==> src/source/radio_ctrl_pkg.sv <==
package radio_ctrl_pkg;

  localparam int TICK_DIV      = 2500;  // 2.5 MHz clocks per ms
  localparam int LED_TICK_BITS = 6;     // LED tick every 64 ms
  localparam int CW_DELAY_MS   = 17;    // Key delay line length

  // Minimum power hold after key up, delay line plus envelope decay
  localparam logic [9:0] KEY_UP_TIMEOUT = 10'd41;

  localparam logic [5:0] ADDR_MODE    = 6'h09;
  localparam logic [5:0] ADDR_CW_HANG = 6'h10;

  typedef struct packed {
    logic [5:0]  addr;
    logic [31:0] data;
    logic        rqst;           // Single cycle strobe
    logic        requires_resp;
    logic        ptt;
  } cmd_t;

  // Jack pins, all active low
  typedef struct packed {
    logic cw_tip_n;
    logic ptt_ring_n;
    logic inhibit_n;
  } key_in_t;

  typedef struct packed {
    logic inttr;
    logic exttr;
    logic envpa;
    logic envop;
    logic envbias;
    logic rfsw_sel;
  } pa_ctrl_t;

  // 0 lights the LED
  typedef struct packed {
    logic run;
    logic tx;
    logic goodlvl;
    logic clip;
  } led_t;

  typedef enum logic {
    RESP_IDLE,
    RESP_PENDING
  } resp_state_e;

endpackage

==> src/source/radio_resp_pkg.sv <==
package radio_resp_pkg;

  localparam int RESP_W = 40;

  localparam logic [7:0] SERIAL_NO = 8'h00;

  // Slow ADC readings, raw 12 bit counts
  typedef struct packed {
    logic [11:0] fwd_pwr;
    logic [11:0] temperature;
    logic [11:0] rev_pwr;
    logic [11:0] bias_current;
  } telem_t;

  // Telemetry slot carried in bits 36:35 of a status word
  typedef enum logic [1:0] {
    SLOT_ID,
    SLOT_FWD_TEMP,
    SLOT_REV_BIAS,
    SLOT_SPARE
  } slot_e;

endpackage

==> src/source/tick_gen.sv <==
`timescale 1ns/1ps

module tick_gen (
  input  logic clk,
  input  logic rst_i,
  output logic ms_tick_o,
  output logic led_tick_o
);
  import radio_ctrl_pkg::*;

  logic [11:0] div_cnt;
  logic [8:0]  ms_cnt;  // Free running ms count

  // Divider wraps after TICK_DIV, so one pulse per TICK_DIV+1 clocks
  always_ff @(posedge clk) begin
    if (rst_i) begin
      div_cnt   <= '0;
      ms_cnt    <= '0;
      ms_tick_o <= 1'b0;
    end else if (div_cnt == 12'(TICK_DIV)) begin
      div_cnt   <= '0;
      ms_cnt    <= ms_cnt + 9'd1;
      ms_tick_o <= 1'b1;
    end else begin
      div_cnt   <= div_cnt + 12'd1;
      ms_tick_o <= 1'b0;
    end
  end

  assign led_tick_o = ms_tick_o & (&ms_cnt[LED_TICK_BITS-1:0]);  // Once per 64 ms

endmodule

==> src/source/led_flash.sv <==
`timescale 1ns/1ps

module led_flash (
  input  logic clk,
  input  logic rst_i,
  input  logic tick_i,
  input  logic event_i,
  output logic led_n_o
);

  typedef enum logic [1:0] {
    CLR,
    SET,
    WAIT1,
    WAIT2
  } flash_state_e;

  flash_state_e state;
  flash_state_e state_next;

  always_ff @(posedge clk) begin
    if (rst_i) begin
      state <= CLR;
    end else begin
      state <= state_next;
    end
  end

  // Lit from the event until the third tick
  always_comb begin
    state_next = state;
    led_n_o    = 1'b0;
    case (state)
      CLR: begin
        led_n_o = 1'b1;  // Dark
        if (event_i) state_next = SET;
      end
      SET: begin
        if (tick_i) state_next = WAIT1;
      end
      WAIT1: begin
        if (tick_i) state_next = WAIT2;
      end
      WAIT2: begin
        if (tick_i) state_next = CLR;
      end
    endcase
  end

  // Lit states keep the LED on until a tick arrives
  a_lit_until_tick: assert property (@(posedge clk) disable iff (rst_i)
    (state != CLR) && !tick_i |=> !led_n_o);

endmodule

==> src/source/cw_sequencer.sv <==
`timescale 1ns/1ps

module cw_sequencer (
  input  logic       clk,
  input  logic       rst_i,
  input  logic       ms_tick_i,
  input  logic       key_down_i,
  input  logic [9:0] hang_ms_i,
  output logic       cw_keydown_o,
  output logic       cw_power_on_o
);
  import radio_ctrl_pkg::*;

  logic [CW_DELAY_MS-1:0] delay_line;  // One ms per stage
  logic [9:0]             hold_cnt;
  logic                   hold_phase;  // 0 min timeout, 1 hang time

  // Key edges keep their spacing, just shifted by CW_DELAY_MS
  always_ff @(posedge clk) begin
    if (rst_i) begin
      delay_line <= '0;
    end else if (ms_tick_i) begin
      delay_line <= {delay_line[CW_DELAY_MS-2:0], key_down_i};
    end
  end

  assign cw_keydown_o = delay_line[CW_DELAY_MS-1];

  // Power comes up at once so the T/R relay settles before the envelope
  always_ff @(posedge clk) begin
    if (rst_i) begin
      hold_cnt      <= '0;
      hold_phase    <= 1'b0;
      cw_power_on_o <= 1'b0;
    end else if (key_down_i) begin
      hold_cnt      <= KEY_UP_TIMEOUT;  // Restart on every key-down cycle
      hold_phase    <= 1'b0;
      cw_power_on_o <= 1'b1;
    end else if (ms_tick_i) begin
      if (hold_cnt != '0) begin
        hold_cnt <= hold_cnt - 10'd1;
      end else if (!hold_phase) begin
        hold_cnt   <= hang_ms_i;      // Extra hang from host
        hold_phase <= 1'b1;
      end else begin
        cw_power_on_o <= 1'b0;
      end
    end
  end

  // Envelope must never run without PA power
  a_key_has_power: assert property (@(posedge clk) disable iff (rst_i)
    cw_keydown_o |-> cw_power_on_o);

endmodule

==> src/source/tx_ctrl.sv <==
`timescale 1ns/1ps

module tx_ctrl (
  input  logic                     clk,
  input  logic                     rst_i,
  input  radio_ctrl_pkg::cmd_t     cmd_i,
  input  radio_ctrl_pkg::key_in_t  key_i,
  input  logic                     run_i,
  input  logic                     cw_keydown_i,
  input  logic                     cw_power_on_i,
  output logic                     tx_on_o,
  output radio_ctrl_pkg::pa_ctrl_t pa_o,
  output logic [9:0]               hang_ms_o,
  output logic                     key_down_o,
  output logic                     ptt_o,
  output logic                     cw_key_o
);
  import radio_ctrl_pkg::*;

  key_in_t key_meta;
  key_in_t key_sync;
  logic    int_ptt;
  logic    vna;         // VNA mode, PA bypassed
  logic    pa_enable;
  logic    tr_disable;
  logic    power_on;

  always_ff @(posedge clk) begin
    if (rst_i) begin
      key_meta <= '1;  // Pins idle high
      key_sync <= '1;
    end else begin
      key_meta <= key_i;
      key_sync <= key_meta;
    end
  end

  assign key_down_o = ~key_sync.cw_tip_n;
  assign cw_key_o   = ~key_sync.cw_tip_n;
  assign ptt_o      = ~key_sync.ptt_ring_n;

  always_ff @(posedge clk) begin
    if (rst_i) begin
      int_ptt    <= 1'b0;
      vna        <= 1'b0;
      pa_enable  <= 1'b0;
      tr_disable <= 1'b0;
      hang_ms_o  <= '0;
    end else if (cmd_i.rqst) begin
      int_ptt <= cmd_i.ptt;  // Every command carries PTT
      if (cmd_i.addr == ADDR_MODE) begin
        vna        <= cmd_i.data[23];
        pa_enable  <= cmd_i.data[19];
        tr_disable <= cmd_i.data[18];
      end else if (cmd_i.addr == ADDR_CW_HANG) begin
        hang_ms_o <= {cmd_i.data[31:24], cmd_i.data[17:16]};
      end
    end
  end

  always_ff @(posedge clk) begin
    if (rst_i) begin
      tx_on_o <= 1'b0;
    end else begin
      tx_on_o <= (int_ptt | cw_keydown_i | ptt_o) & key_sync.inhibit_n & run_i;
    end
  end

  assign power_on = cw_power_on_i | tx_on_o;

  always_comb begin
    pa_o.inttr    = power_on & ~vna & (pa_enable | ~tr_disable);
    pa_o.exttr    = power_on;
    pa_o.envop    = power_on;
    pa_o.envpa    = power_on & ~vna & pa_enable;
    pa_o.envbias  = power_on & ~vna & pa_enable;
    pa_o.rfsw_sel = ~vna & pa_enable;  // Antenna path, not tied to TX
  end

endmodule

==> src/source/resp_builder.sv <==
`timescale 1ns/1ps

module resp_builder (
  input  logic                              clk,
  input  logic                              rst_i,
  input  radio_ctrl_pkg::cmd_t              cmd_i,
  input  logic                              resp_rqst_i,
  input  logic                              tx_on_i,
  input  logic                              ptt_i,
  input  logic                              cw_key_i,
  input  logic                              rxclip_i,
  input  radio_resp_pkg::telem_t            telem_i,
  output logic [radio_resp_pkg::RESP_W-1:0] resp_o
);
  import radio_ctrl_pkg::*;
  import radio_resp_pkg::*;

  resp_state_e state;
  resp_state_e state_next;
  logic [5:0]  echo_addr;
  logic [31:0] echo_data;
  slot_e       slot;
  logic [1:0]  clip_cnt;      // Saturates at 3
  logic [31:0] slot_payload;
  logic        new_echo;

  assign new_echo = cmd_i.rqst & cmd_i.requires_resp;

  // A newer command overwrites the pending echo
  always_comb begin
    state_next = state;
    case (state)
      RESP_IDLE: begin
        if (new_echo) state_next = RESP_PENDING;
      end
      RESP_PENDING: begin
        if (resp_rqst_i && !new_echo) state_next = RESP_IDLE;
      end
    endcase
  end

  always_ff @(posedge clk) begin
    if (rst_i) begin
      state <= RESP_IDLE;
    end else begin
      state <= state_next;
    end
  end

  always_ff @(posedge clk) begin
    if (rst_i) begin
      echo_addr <= '0;
      echo_data <= '0;
    end else if (new_echo) begin
      echo_addr <= cmd_i.addr;
      echo_data <= cmd_i.data;
    end
  end

  always_comb begin
    case (slot)
      SLOT_ID:       slot_payload = {7'b0001111, &clip_cnt, 16'h0000, SERIAL_NO};
      SLOT_FWD_TEMP: slot_payload = {4'h0, telem_i.temperature, 4'h0, telem_i.fwd_pwr};
      SLOT_REV_BIAS: slot_payload = {4'h0, telem_i.rev_pwr, 4'h0, telem_i.bias_current};
      SLOT_SPARE:    slot_payload = '0;
    endcase
  end

  // Word only moves on a request
  always_ff @(posedge clk) begin
    if (rst_i) begin
      resp_o   <= '0;
      slot     <= SLOT_ID;
      clip_cnt <= '0;
    end else if (resp_rqst_i) begin
      clip_cnt <= '0;
      slot     <= slot_e'(slot + 2'd1);  // Skipped if echo goes out instead
      if (state == RESP_PENDING) begin
        resp_o <= {1'b1, echo_addr, tx_on_i, echo_data};
      end else begin
        resp_o <= {3'b000, slot, 1'b0, cw_key_i, ptt_i, slot_payload};
      end
    end else if (!(&clip_cnt)) begin
      clip_cnt <= clip_cnt + {1'b0, rxclip_i};
    end
  end

  // Echo is never lost to a slot word
  a_echo_sent: assert property (@(posedge clk) disable iff (rst_i)
    new_echo ##1 resp_rqst_i[->1] |=> resp_o[RESP_W-1]);

endmodule

==> src/source/radio_ctrl_top.sv <==
`timescale 1ns/1ps

module radio_ctrl_top (
  input  logic                              clk,
  input  logic                              rst_i,
  input  radio_ctrl_pkg::cmd_t              cmd_i,
  input  radio_ctrl_pkg::key_in_t           key_i,
  input  logic                              run_i,
  input  logic                              rxclip_i,
  input  logic                              rxgoodlvl_i,
  input  radio_resp_pkg::telem_t            telem_i,
  input  logic                              resp_rqst_i,
  output logic                              tx_on_o,
  output logic                              cw_keydown_o,
  output radio_ctrl_pkg::pa_ctrl_t          pa_o,
  output radio_ctrl_pkg::led_t              led_o,
  output logic [radio_resp_pkg::RESP_W-1:0] resp_o
);

  logic       ms_tick;
  logic       led_tick;
  logic       cw_keydown;
  logic       cw_power_on;
  logic       tx_on;
  logic [9:0] hang_ms;
  logic       key_down;
  logic       ptt;
  logic       cw_key;
  logic       goodlvl_n;
  logic       clip_n;

  tick_gen u_tick (
    .clk       (clk),
    .rst_i     (rst_i),
    .ms_tick_o (ms_tick),
    .led_tick_o(led_tick)
  );

  led_flash u_flash_goodlvl (
    .clk    (clk),
    .rst_i  (rst_i),
    .tick_i (led_tick),
    .event_i(rxgoodlvl_i),
    .led_n_o(goodlvl_n)
  );

  led_flash u_flash_clip (
    .clk    (clk),
    .rst_i  (rst_i),
    .tick_i (led_tick),
    .event_i(rxclip_i),
    .led_n_o(clip_n)
  );

  cw_sequencer u_cw (
    .clk          (clk),
    .rst_i        (rst_i),
    .ms_tick_i    (ms_tick),
    .key_down_i   (key_down),
    .hang_ms_i    (hang_ms),
    .cw_keydown_o (cw_keydown),
    .cw_power_on_o(cw_power_on)
  );

  tx_ctrl u_tx (
    .clk          (clk),
    .rst_i        (rst_i),
    .cmd_i        (cmd_i),
    .key_i        (key_i),
    .run_i        (run_i),
    .cw_keydown_i (cw_keydown),
    .cw_power_on_i(cw_power_on),
    .tx_on_o      (tx_on),
    .pa_o         (pa_o),
    .hang_ms_o    (hang_ms),
    .key_down_o   (key_down),
    .ptt_o        (ptt),
    .cw_key_o     (cw_key)
  );

  resp_builder u_resp (
    .clk        (clk),
    .rst_i      (rst_i),
    .cmd_i      (cmd_i),
    .resp_rqst_i(resp_rqst_i),
    .tx_on_i    (tx_on),
    .ptt_i      (ptt),
    .cw_key_i   (cw_key),
    .rxclip_i   (rxclip_i),
    .telem_i    (telem_i),
    .resp_o     (resp_o)
  );

  assign tx_on_o      = tx_on;
  assign cw_keydown_o = cw_keydown;

  // All dark when the host is not running
  always_comb begin
    led_o.run     = ~run_i;
    led_o.tx      = run_i ? ~tx_on : 1'b1;
    led_o.goodlvl = run_i ? goodlvl_n : 1'b1;
    led_o.clip    = run_i ? clip_n : 1'b1;
  end

endmodule

==> config.mk <==
export PLATFORM = sky130hd
export DESIGN_NAME = radio_ctrl_top
export DESIGN_NICKNAME = d
export VERILOG_FILES = /design/src/source/radio_ctrl_pkg.sv /design/src/source/radio_resp_pkg.sv /design/src/source/tick_gen.sv /design/src/source/led_flash.sv /design/src/source/cw_sequencer.sv /design/src/source/tx_ctrl.sv /design/src/source/resp_builder.sv /design/src/source/radio_ctrl_top.sv
export SDC_FILE = /design/constraint.sdc
export NUM_CORES = 1
export LEC_CHECK = 0
export BUFFER_PORTS_ARGS = -buffer_cell sky130_fd_sc_hd__buf_4
export CAP_MARGIN = 40
export CELL_PAD_IN_SITES_DETAIL_PLACEMENT = 2
export CELL_PAD_IN_SITES_GLOBAL_PLACEMENT = 2
export CORE_UTILIZATION = 31
export DETAILED_ROUTE_END_ITERATION = 10
export HOLD_SLACK_MARGIN = 0.1
export PLACE_DENSITY_LB_ADDON = 0.15
export SYNTH_ARGS = -nofsm -noshare
export SYNTH_HDL_FRONTEND = slang
export SYNTH_SLANG_ARGS = --single-unit
==> constraint.sdc <==
create_clock -name clk -period 2.1 [get_ports clk]
set_input_delay 0.315 -clock clk [delete_from_list [all_inputs] [get_ports clk]]
set_output_delay 0.315 -clock clk [all_outputs]
set_load 0.01 [all_outputs]
==> results.md, run 1 <==
* Ys async rst share at 0%
* Core area at 21,200 um^2
* GRT overflow at 0
* Area Overhead vs Synth at 31.4%
* Final ANT Viol Nets at 0
* Max_slew headroom at 67.0%
* Dpl hpwl at 16,200 um
* Minimum clock period at 1.96 ns
* Diode count at 0
* TritonCTS clock tree: built
* Max-cap violations at 0
* Status: finished, final reports clean
* DR vias/cell at 5.05
* Synth Cell Area at 6710 um^2
* Top post-synthesis cells by area: dfxtp_1, a21oi_1, mux2i_1
* Synthesized area per cell at 8.36 um^2
* CTS Root Cell: clkbuf_16
* Synth Net Count at 919
* Hold slack at 0.140 ns
* Fmax at 511 MHz
* First-pass GRT wire length at 35,700 um
* DR vias at 6,205
* LEAKAGE at 0.00364 uW
* 1st-pass router iterations at 7
* Clock transition at path regs at 0.07 ns
* Port Buf Inserts at 149
* Worst-Margin Slew at 0.494 ns
* Die Width at 149 um
* CP max FO at 9
* Main synth FF type: dfxtp_1
* TNS Setup at 0 ns
* Initial antenna violation count at 0
* Startpoint types: flip-flop
* # IOs at 150
* Netlist cell types at 51
* CTS buffer count at 17
* DRC Markers at 0
* Final worst path period share at 93.3%
* Die Ht at 149 um
* Share of cells above drive strength 1 at 22.7%
* Seq/Total Area, Yosys at 46.5%
* DR WL/cell at 18.5 um
* Power density over the cells at 846 nW/um^2
* Crit-path slowest cell: or3b_2
* CP max stage delay at 0.53 ns
* Clk sinks at 156
* Area share of the largest cell type after synthesis at 46.5%
* Tot Pwr at 7460 uW
* Min-Delay Path Class: in2reg
* Crit. End Element: flip-flop
* Crit path DAT at 2.34 ns
* Fin nets at 1,057
* Final setup fails at 0
* Die area at 22,200 um^2
* CTS max path bufs at 2
* Most frequent cell after synthesis: dfxtp_1
* Critical path, cell by cell: inv_1 -> ha_4 -> or3b_2 -> nor3_4 -> buf_12 -> mux2i_1 -> o21a_1
* Initial core utilization at 31.7%
* Placement Rows at 53
* Final Routed Wirelength at 22,700 um
* Number of synthesized flops with an enable pin at 0
* Peak VDD IR at 0.000545 V
* Synth top cells by count: dfxtp_1, nand2_1, nor2_1
* Final max-slew violation count at 0
* Drt initial violations at 177
* Yosys top cell by area: dfxtp_1
* WP data required at 2.48 ns
* Final core area utilization at 41.7%
* Clock Skew at 0.00833 ns
* Post-Syn Instances at 803
* Worst skew pair latency at 0.43 ns
* Vias in the first global route at 6,741
* Total track usage at 20.7%
* RSZ-0062 raised after global routing: no
* Final hold vios at 0
* Ys Warns at 0
* FF+latch count, synth at 156
* Final Wtd Congestion at 0.772
* H-tree levels at 4
* Pin count of the biggest net entering global routing at 59
* WS Path Type: reg2reg
## placed cells by master (no fill, tap or decap), drive strengths merged, types with 4 or more instances in the layout
master and n:
nand3 15, a21oi 105, xnor2 4, a22o 20, nand2 120, xor2 12
dfxtp 156, or2 7, inv 23, nor3 11, nand4 7, nor2 115
buf 174, and2 4, clkinv 5, nand2b 19, o21ai 7, a211oi 7
clkbuf 21, mux2i 46, ha 18, or3 4
## worst max-delay path, delay by kind of cell, from the launching register on
kind | cells | cell delay (ns)
fa+ha+maj | 1 | 0.19
compound gates | 1 | 0.12
simple gates | 2 | 0.76
buf+inv | 2 | 0.28
mux | 1 | 0.18
flops | 1 | 0.36
## final timing paths
kind	slack, ns	from	cells past startpoint	to
max	0.14	u_cw.hold_cnt[0]	7	u_cw.hold_cnt[0]
min	0.14	cmd_i[3]	3	u_resp.echo_data[0]
max reg2reg	0.14	u_cw.hold_cnt[0]	7	u_cw.hold_cnt[0]
min reg2reg	0.42	u_tx.key_meta[0]	1	u_tx.key_sync[0]
## flip-flops by register name, indices dropped and copies added, names as in the netlist, 2 cells and up
register / cells
u_resp.echo_addr: 6
u_resp.clip_cnt: 2
u_flash_clip.state: 2
u_resp.resp_o: 40
u_cw.hold_cnt: 10
u_tick.ms_cnt: 6
u_tick.div_cnt: 12
u_tx.key_sync: 3
u_tx.hang_ms_o: 10
u_cw.delay_line: 17
u_resp.slot: 2
u_flash_goodlvl.state: 2
u_tx.key_meta: 3
u_resp.echo_data: 32
## cells by family (layout without fill, tap and decap cells)
logic type	Yosys count	count (layout)	share of synthesized area [%]
AOI/OAI and AO/OA	163	163	14.7
DFF	156	156	46.5
buffers and inverters	80	231	4.79
xor gates and xnor gates	16	16	2.09
muxes	46	46	6.86
adders and majority gates	18	18	3.36
and+or+nand+nor	324	324	21.7
## metrics by stage
stage	cell area, um^2	worst slack, ns	cells
3_5_place_dp	8140	-0.0372	1193
6_report	8820	0.141	1229
2_1_floorplan	6710	0.239	803
4_1_cts	8770	0.0148	1228
3_3_place_gp	8140	-0.000852	1193
5_1_grt	8820	0.0163	1229
## area by class of cell
class / count / area (um^2)
flip-flops and latches: 156 / 3120
multi-input cells: 567 / 3300
clock inverters: 11 / 143
clock buffers: 21 / 450
repair buffers: 177 / 1370
fillers: 2331 / 12300
well taps: 275 / 344
inverters: 22 / 82.6
## power by group
part           switching, uW  total [uW]  leakage (uW)  internal, uW
clock network           1250        3150      0.000287          1900
logic                    598        1120       0.00208           523
registers                103        3190       0.00127          3090
total                   1950        7460       0.00364          5510
## layer usage
metal / vias up / GRT usage (%) / part of all wire, %
li1: 2994 / - / -
met5: - / 0 / 0
met4: 0 / 5.31 / 1.4
met2: 117 / 37.5 / 51
met1: 3073 / 24.8 / 44
met3: 21 / 4.07 / 3.6
## what timing repair did
action	in CTS	in global routing
endpoints found under the setup margin	0	7
hold buffers	3	0
setup buffers	0	1
gates resized for setup	0	5
endpoints found under the hold margin	3	0
(Power assumes the default switching activity.)
==> run 2: changes to the inputs <==
--- a/config.mk
+++ b/config.mk
@@ -5,14 +5,16 @@
 export SDC_FILE = /design/constraint.sdc
 export NUM_CORES = 1
 export LEC_CHECK = 0
+export ABC_AREA = 1
 export BUFFER_PORTS_ARGS = -buffer_cell sky130_fd_sc_hd__buf_4
 export CAP_MARGIN = 40
 export CELL_PAD_IN_SITES_DETAIL_PLACEMENT = 2
 export CELL_PAD_IN_SITES_GLOBAL_PLACEMENT = 2
-export CORE_UTILIZATION = 31
+export CORE_UTILIZATION = 30
 export DETAILED_ROUTE_END_ITERATION = 10
 export HOLD_SLACK_MARGIN = 0.1
 export PLACE_DENSITY_LB_ADDON = 0.15
 export SYNTH_ARGS = -nofsm -noshare
 export SYNTH_HDL_FRONTEND = slang
+export SYNTH_HIERARCHICAL = 1
 export SYNTH_SLANG_ARGS = --single-unit
==> run 2 against run 1 <==
Wire length increased by 3.6%. Synthesized cell count increased by 30%. Register-to-register slack gained 0.11 ns. Die area grew 12%. Fmax grew 5.5%. Sequential power is essentially flat. Sequential share of layout area is 1.8 points lower. Highest routed layer unchanged. Core utilization shrank 2.4 points. Critical path type is now reg2out.
==> results.md, run 2 <==
* Status: finished, final reports clean
* Total track usage at 19.5%
* Pin count of the biggest net entering global routing at 40
* Fmax at 539 MHz
* Drt initial violations at 216
* Placement Rows at 56
* Area share of the largest cell type after synthesis at 42.9%
* Final ANT Viol Nets at 0
* DR vias/cell at 4.58
* Final core area utilization at 39.3%
* Crit. End Element: output pin
* Max_slew headroom at 61.0%
* First-pass GRT wire length at 37,800 um
* DR WL/cell at 15.5 um
* Placed Area at 8660 um^2
* Number of synthesized flops with an enable pin at 0
* Area Overhead vs Synth at 27.6%
* Final setup fails at 0
* Most frequent cell after synthesis: nand2_1
* CTS Root Cell: clkbuf_16
* CP max FO at 4
* TritonCTS clock tree: built
* Multi-input gate area at 3490 um^2
* Netlist cell types at 39
* Post-layout instance area at 9280 um^2
* WP data required at 1.78 ns
* R2R setup slack at 0.25 ns
* Ys async rst share at 0%
* Seq/Total Area, Yosys at 42.9%
* H-tree levels at 4
* Initial antenna violation count at 0
* CTS max path bufs at 2
* Dpl hpwl at 17,200 um
* Top post-synthesis cells by area: dfxtp_1, nand2_1, nor2_1
* Minimum clock period at 1.86 ns
* Port Buf Inserts at 149
* Synthesized area per cell at 6.95 um^2
* Peak VDD IR at 0.000541 V
* R2R cell count at 10
* Diode count at 0
* Clk sinks at 156
* Final hold vios at 0
* RSZ-0062 raised after global routing: no
* Share of cells above drive strength 1 at 21.0%
* Hold buffer count at cts at 3
* Hold slack at 0.128 ns
* CTS buffer count at 17
* Fin nets at 1,306
* 1st-pass router iterations at 4
* DP Cell Count at 1,486
* Die area at 24,900 um^2
* Finished Layout Cells at 1,521
* Final Routed Wirelength at 23,600 um
* Synth Net Count at 1,163
* Worst skew pair latency at 0.43 ns
* Final worst path period share at 88.4%
* Reg2reg end: u_cw/hold_cnt[3]
* Filler cells at 2,822
* Commonest non-fill, non-tap cell in the layout: nand2_1
* Final max-slew violation count at 0
* Post-CTS setup buffers at 0
* Top reg by flops: u_resp/resp_o
* Most frequent cells in the layout: nand2_1, nor2_1, buf_4
* Min-Delay Path Class: in2reg
* Cts repair resizes at 0
* Endpoint of the worst setup timing path: pa_o[1]
* TNS Setup at 0 ns
* Yosys top cell by area: dfxtp_1
* Clock transition at path regs at 0.06 ns
* Startpoint types: flip-flop
* Core area at 23,600 um^2
* Die Ht at 158 um
* GRT overflow at 0
* WS Path Type: reg2out
* FF/Latch Area at 3120 um^2
* Worst r2r src: u_cw/hold_cnt[0]
* Initial core utilization at 30.8%
* # IOs at 150
* Worst-Margin Slew at 0.583 ns
* Max-cap violations at 0
* Ys Warns at 6
* DRC Markers at 0
* Vias in the first global route at 7,386
* Clock Skew at 0.00728 ns
* Power density over the cells at 797 nW/um^2
* Crit path launch: u_tx/tx_on_o
* LEAKAGE at 0.00429 uW
* Synth top cells by count: nand2_1, nor2_1, dfxtp_1
* Post-Syn Instances at 1,046
* Synth Cell Area at 7270 um^2
* Leading registers by flop count: u_resp/resp_o: 40 flops, u_resp/echo_data: 32 flops, u_cw/delay_line: 17 flops
* FF+latch count, synth at 156
* DR vias at 6,971
* Final Wtd Congestion at 0.726
* Main synth FF type: dfxtp_1
* Crit path DAT at 1.54 ns
* Die Width at 158 um
* Max reg flops at 40
[run 2: cell count changes after synthesis, sizes merged, moves of 35 or more]
| cell | delta |
|---|---|
| o21ai | +80 |
| nand2 | +148 |
| nand3 | +35 |
| mux2i | -46 |
| inv | +86 |
| a21oi | -58 |
| nor2 | +103 |
[run 2: kinds of logic (layout without fill, tap and decap cells)]
| logic type | Yosys count | after routing | share of synthesized area (%) |
|---|---|---|---|
| buffers and inverters | 154 | 310 | 9.07 |
| and+or+nand+nor | 556 | 556 | 31.7 |
| adders and majority gates | 19 | 19 | 3.27 |
| DFF | 156 | 156 | 42.9 |
| AOI/OAI and AO/OA | 150 | 150 | 11.7 |
| xor gates and xnor gates | 11 | 11 | 1.32 |
[run 2: how the worst min path moves through the flow]
stage	from	endpoint	slack [ns]	cells past startpoint
after floorplan	rst_i	u_tick/ms_cnt[0]	0.38	1
after global placement	u_tx/key_meta[2]	u_tx/key_sync[2]	0.40	1
after detailed placement	u_tx/key_meta[0]	u_tx/key_sync[0]	0.40	1
after CTS	cmd_i[10]	u_resp/echo_data[7]	0.11	3
after global routing	cmd_i[6]	u_resp/echo_data[3]	0.12	3
final	cmd_i[10]	u_resp/echo_data[7]	0.13	3
[run 2: per-stage QoR]
| stage | worst slack, ns | power [uW] |
|---|---|---|
| global route | 0.0326 | 7780 |
| global placement | 0.374 | 4320 |
| detailed placement | 0.267 | 4360 |
| finish | 0.243 | 7400 |
| floorplan | 0.623 | 3920 |
| CTS | 0.191 | 7520 |
[run 2: final cells by class]
cell class / instances / share of cell area [%]
clock buffers: 17 / 4.58
well taps: 319 / 4.30
multi-input cells: 736 / 37.6
clock inverters: 15 / 1.77
inverters: 112 / 4.58
flip-flops and latches: 156 / 33.6
repair buffers: 166 / 13.5
[run 2: worst max-delay path: stages (launching register included)]
cell and delay [ns]:
dfxtp_1 0.42, nor2_1 0.09, or2_2 0.29, nor2_1 0.17
buf_4 0.15
[run 2: routing by layer]
| layer | GRT usage [%] | vias up | part of all wire (%) |
|---|---|---|---|
| met3 | 4.13 | 18 | 4.2 |
| met2 | 34.1 | 117 | 48 |
| li1 | - | 3538 | - |
| met4 | 5.32 | 0 | 1.3 |
| met5 | 0 | - | 0 |
| met1 | 23.9 | 3298 | 47 |
[run 2: where the power goes]
part	total, uW	internal [uW]	switching, uW
registers	3180	3090	92.7
clock network	3120	1770	1350
logic	1100	464	638
==> run 3: changes to the inputs <==
--- a/config.mk
+++ b/config.mk
@@ -12,6 +12,7 @@
 export CELL_PAD_IN_SITES_GLOBAL_PLACEMENT = 2
 export CORE_UTILIZATION = 30
 export DETAILED_ROUTE_END_ITERATION = 10
+export GPL_TIMING_DRIVEN = 0
 export HOLD_SLACK_MARGIN = 0.1
 export PLACE_DENSITY_LB_ADDON = 0.15
 export SYNTH_ARGS = -nofsm -noshare
==> run 3 against run 2 <==
Clock skew rose by 0.0018 ns. Combinational power rose by 4%. Wire length rose by 1.6%. Critical path type unchanged. Core utilization rose by 0.85 points. Via count rose by 2.0%.
==> results.md, run 3 (same netlist as run 2, synthesis figures left out) <==
* Drt initial violations at 250
* Diode count at 0
* Status: finished, final reports clean
* DR vias/cell at 4.59
* Final setup fails at 0
* Final Routed Wirelength at 23,900 um
* Final hold vios at 0
* Final Wtd Congestion at 0.734
* First-pass GRT wire length at 38,200 um
* NetSw at 2090 uW
* Top reg by flops: u_resp/resp_o
* Max reg flops at 40
* Switching share of power at 26.8%
* LEAKAGE at 0.00442 uW
* Power density over the cells at 823 nW/um^2
* Hold slack at 0.131 ns
* CTS buffer count at 17
* Filler cells at 2,854
* Cell internal pwr at 5710 uW
* Cts repair resizes at 0
* Clock network power share at 44.6%
* Most frequent cells in the layout: nand2_1, nor2_1, buf_4
* Worst-Margin Slew at 0.643 ns
* Initial core utilization at 30.8%
* Crit. End Element: output pin
* Final worst path period share at 93.4%
* Vias in the first global route at 7,461
* Min-Delay Path Class: in2reg
* Total track usage at 19.9%
* Leading registers by flop count: u_resp/resp_o: 40 flops, u_resp/echo_data: 32 flops, u_cw/delay_line: 17 flops
* Startpoint types: flip-flop
* Final core area utilization at 40.2%
* Register share of total power at 40.7%
* DRC Markers at 0
* H-tree levels at 4
* Clock Skew at 0.00907 ns
* Crit path DAT at 1.65 ns
* Commonest non-fill, non-tap cell in the layout: nand2_1
* RSZ-0062 raised after global routing: no
* Comb power frac at 14.6%
* Core area at 23,600 um^2
* DR vias at 7,109
* Die Ht at 158 um
* Fin nets at 1,334
* Die Width at 158 um
* Peak VDD IR at 0.000450 V
* 1st-pass router iterations at 4
* Pin count of the biggest net entering global routing at 28
* Dpl hpwl at 18,200 um
* WS Path Type: reg2out
* GRT overflow at 0
* FF/Latch Area at 3120 um^2
* Worst skew pair latency at 0.43 ns
* # IOs at 150
* CTS Root Cell: clkbuf_16
* Clock transition at path regs at 0.06 ns
* Initial antenna violation count at 1
* DR WL/cell at 15.5 um
* Die area at 24,900 um^2
* Placement Rows at 56
* Fmax at 510 MHz
* Max-cap violations at 0
* CP max FO at 4
* Final max-slew violation count at 0
* Share of cells above drive strength 1 at 21.9%
* Minimum clock period at 1.96 ns
* Clk sinks at 156
* Max_slew headroom at 56.9%
* Area Overhead vs Synth at 30.4%
* TNS Setup at 0 ns
* TritonCTS clock tree: built
* Final ANT Viol Nets at 0
* Multi-input gate area at 3490 um^2
* WP data required at 1.78 ns
* Port Buf Inserts at 149
* CTS max path bufs at 2
==> run 3: what timing repair did <==
action                                 in CTS  in global routing
endpoints found under the hold margin       3                  0
buffers inserted                            0                  0
hold buffers                                3                  0
==> run 3: final timing paths <==
kind	endpoint	startpoint	depth (start not counted)	slack (ns)
setup / recovery	pa_o[3]	u_tx/tx_on_o	5	0.14
hold / removal	u_resp/echo_data[3]	cmd_i[6]	3	0.13
setup reg to reg	u_cw/hold_cnt[9]	u_cw/hold_cnt[0]	9	0.36
hold reg to reg	u_tx/key_sync[1]	u_tx/key_meta[1]	1	0.41
==> run 3: critical path, cell delays in order (launching register included) <==
cell	delay, ns
dfxtp_1	0.46
nor2_1	0.10
or2_2	0.29
nor2_1	0.14
buf_4	0.12
buf_4	0.10
==> run 3: metal layers <==
layer / wire, um / share of wire (%) / global-route usage, %
met1: 10800 / 45 / 24.4
met2: 11900 / 50 / 35.2
met3: 1030 / 4.3 / 3.67
met4: 235 / 0.98 / 5.73
met5: 11 / 0.046 / 0
==> run 3: area by class of cell <==
class	count	share of cell area, %
plain buffers	42	2.47
clock buffers	17	4.49
clock inverters	15	2.48
inverters	112	4.49
multi-input cells	736	36.8
flip-flops and latches	156	32.9
well taps	319	4.21
repair buffers	152	12.1
==> run 3: metrics by stage <==
stage | worst slack, ns | area, um^2 | instances | power [uW]
final | 0.138 | 9480 | 1549 | 7800
after detailed placement | 0.369 | 8790 | 1514 | 4400
after global routing | 0.0209 | 9480 | 1549 | 8200
after global placement | 0.437 | 8790 | 1514 | 4350
after floorplan | 0.623 | 7270 | 1046 | 3920
after CTS | 0.0797 | 9480 | 1549 | 7940
==> run 3: power groups by stage <==
stage / clock network, uW / registers (uW) / logic, uW
after floorplan: 0 / 3230 / 687
after global routing: 3690 / 3190 / 1310
after detailed placement: 0 / 3240 / 1160
after CTS: 3590 / 3180 / 1170
after global placement: 0 / 3240 / 1110
final: 3480 / 3180 / 1140
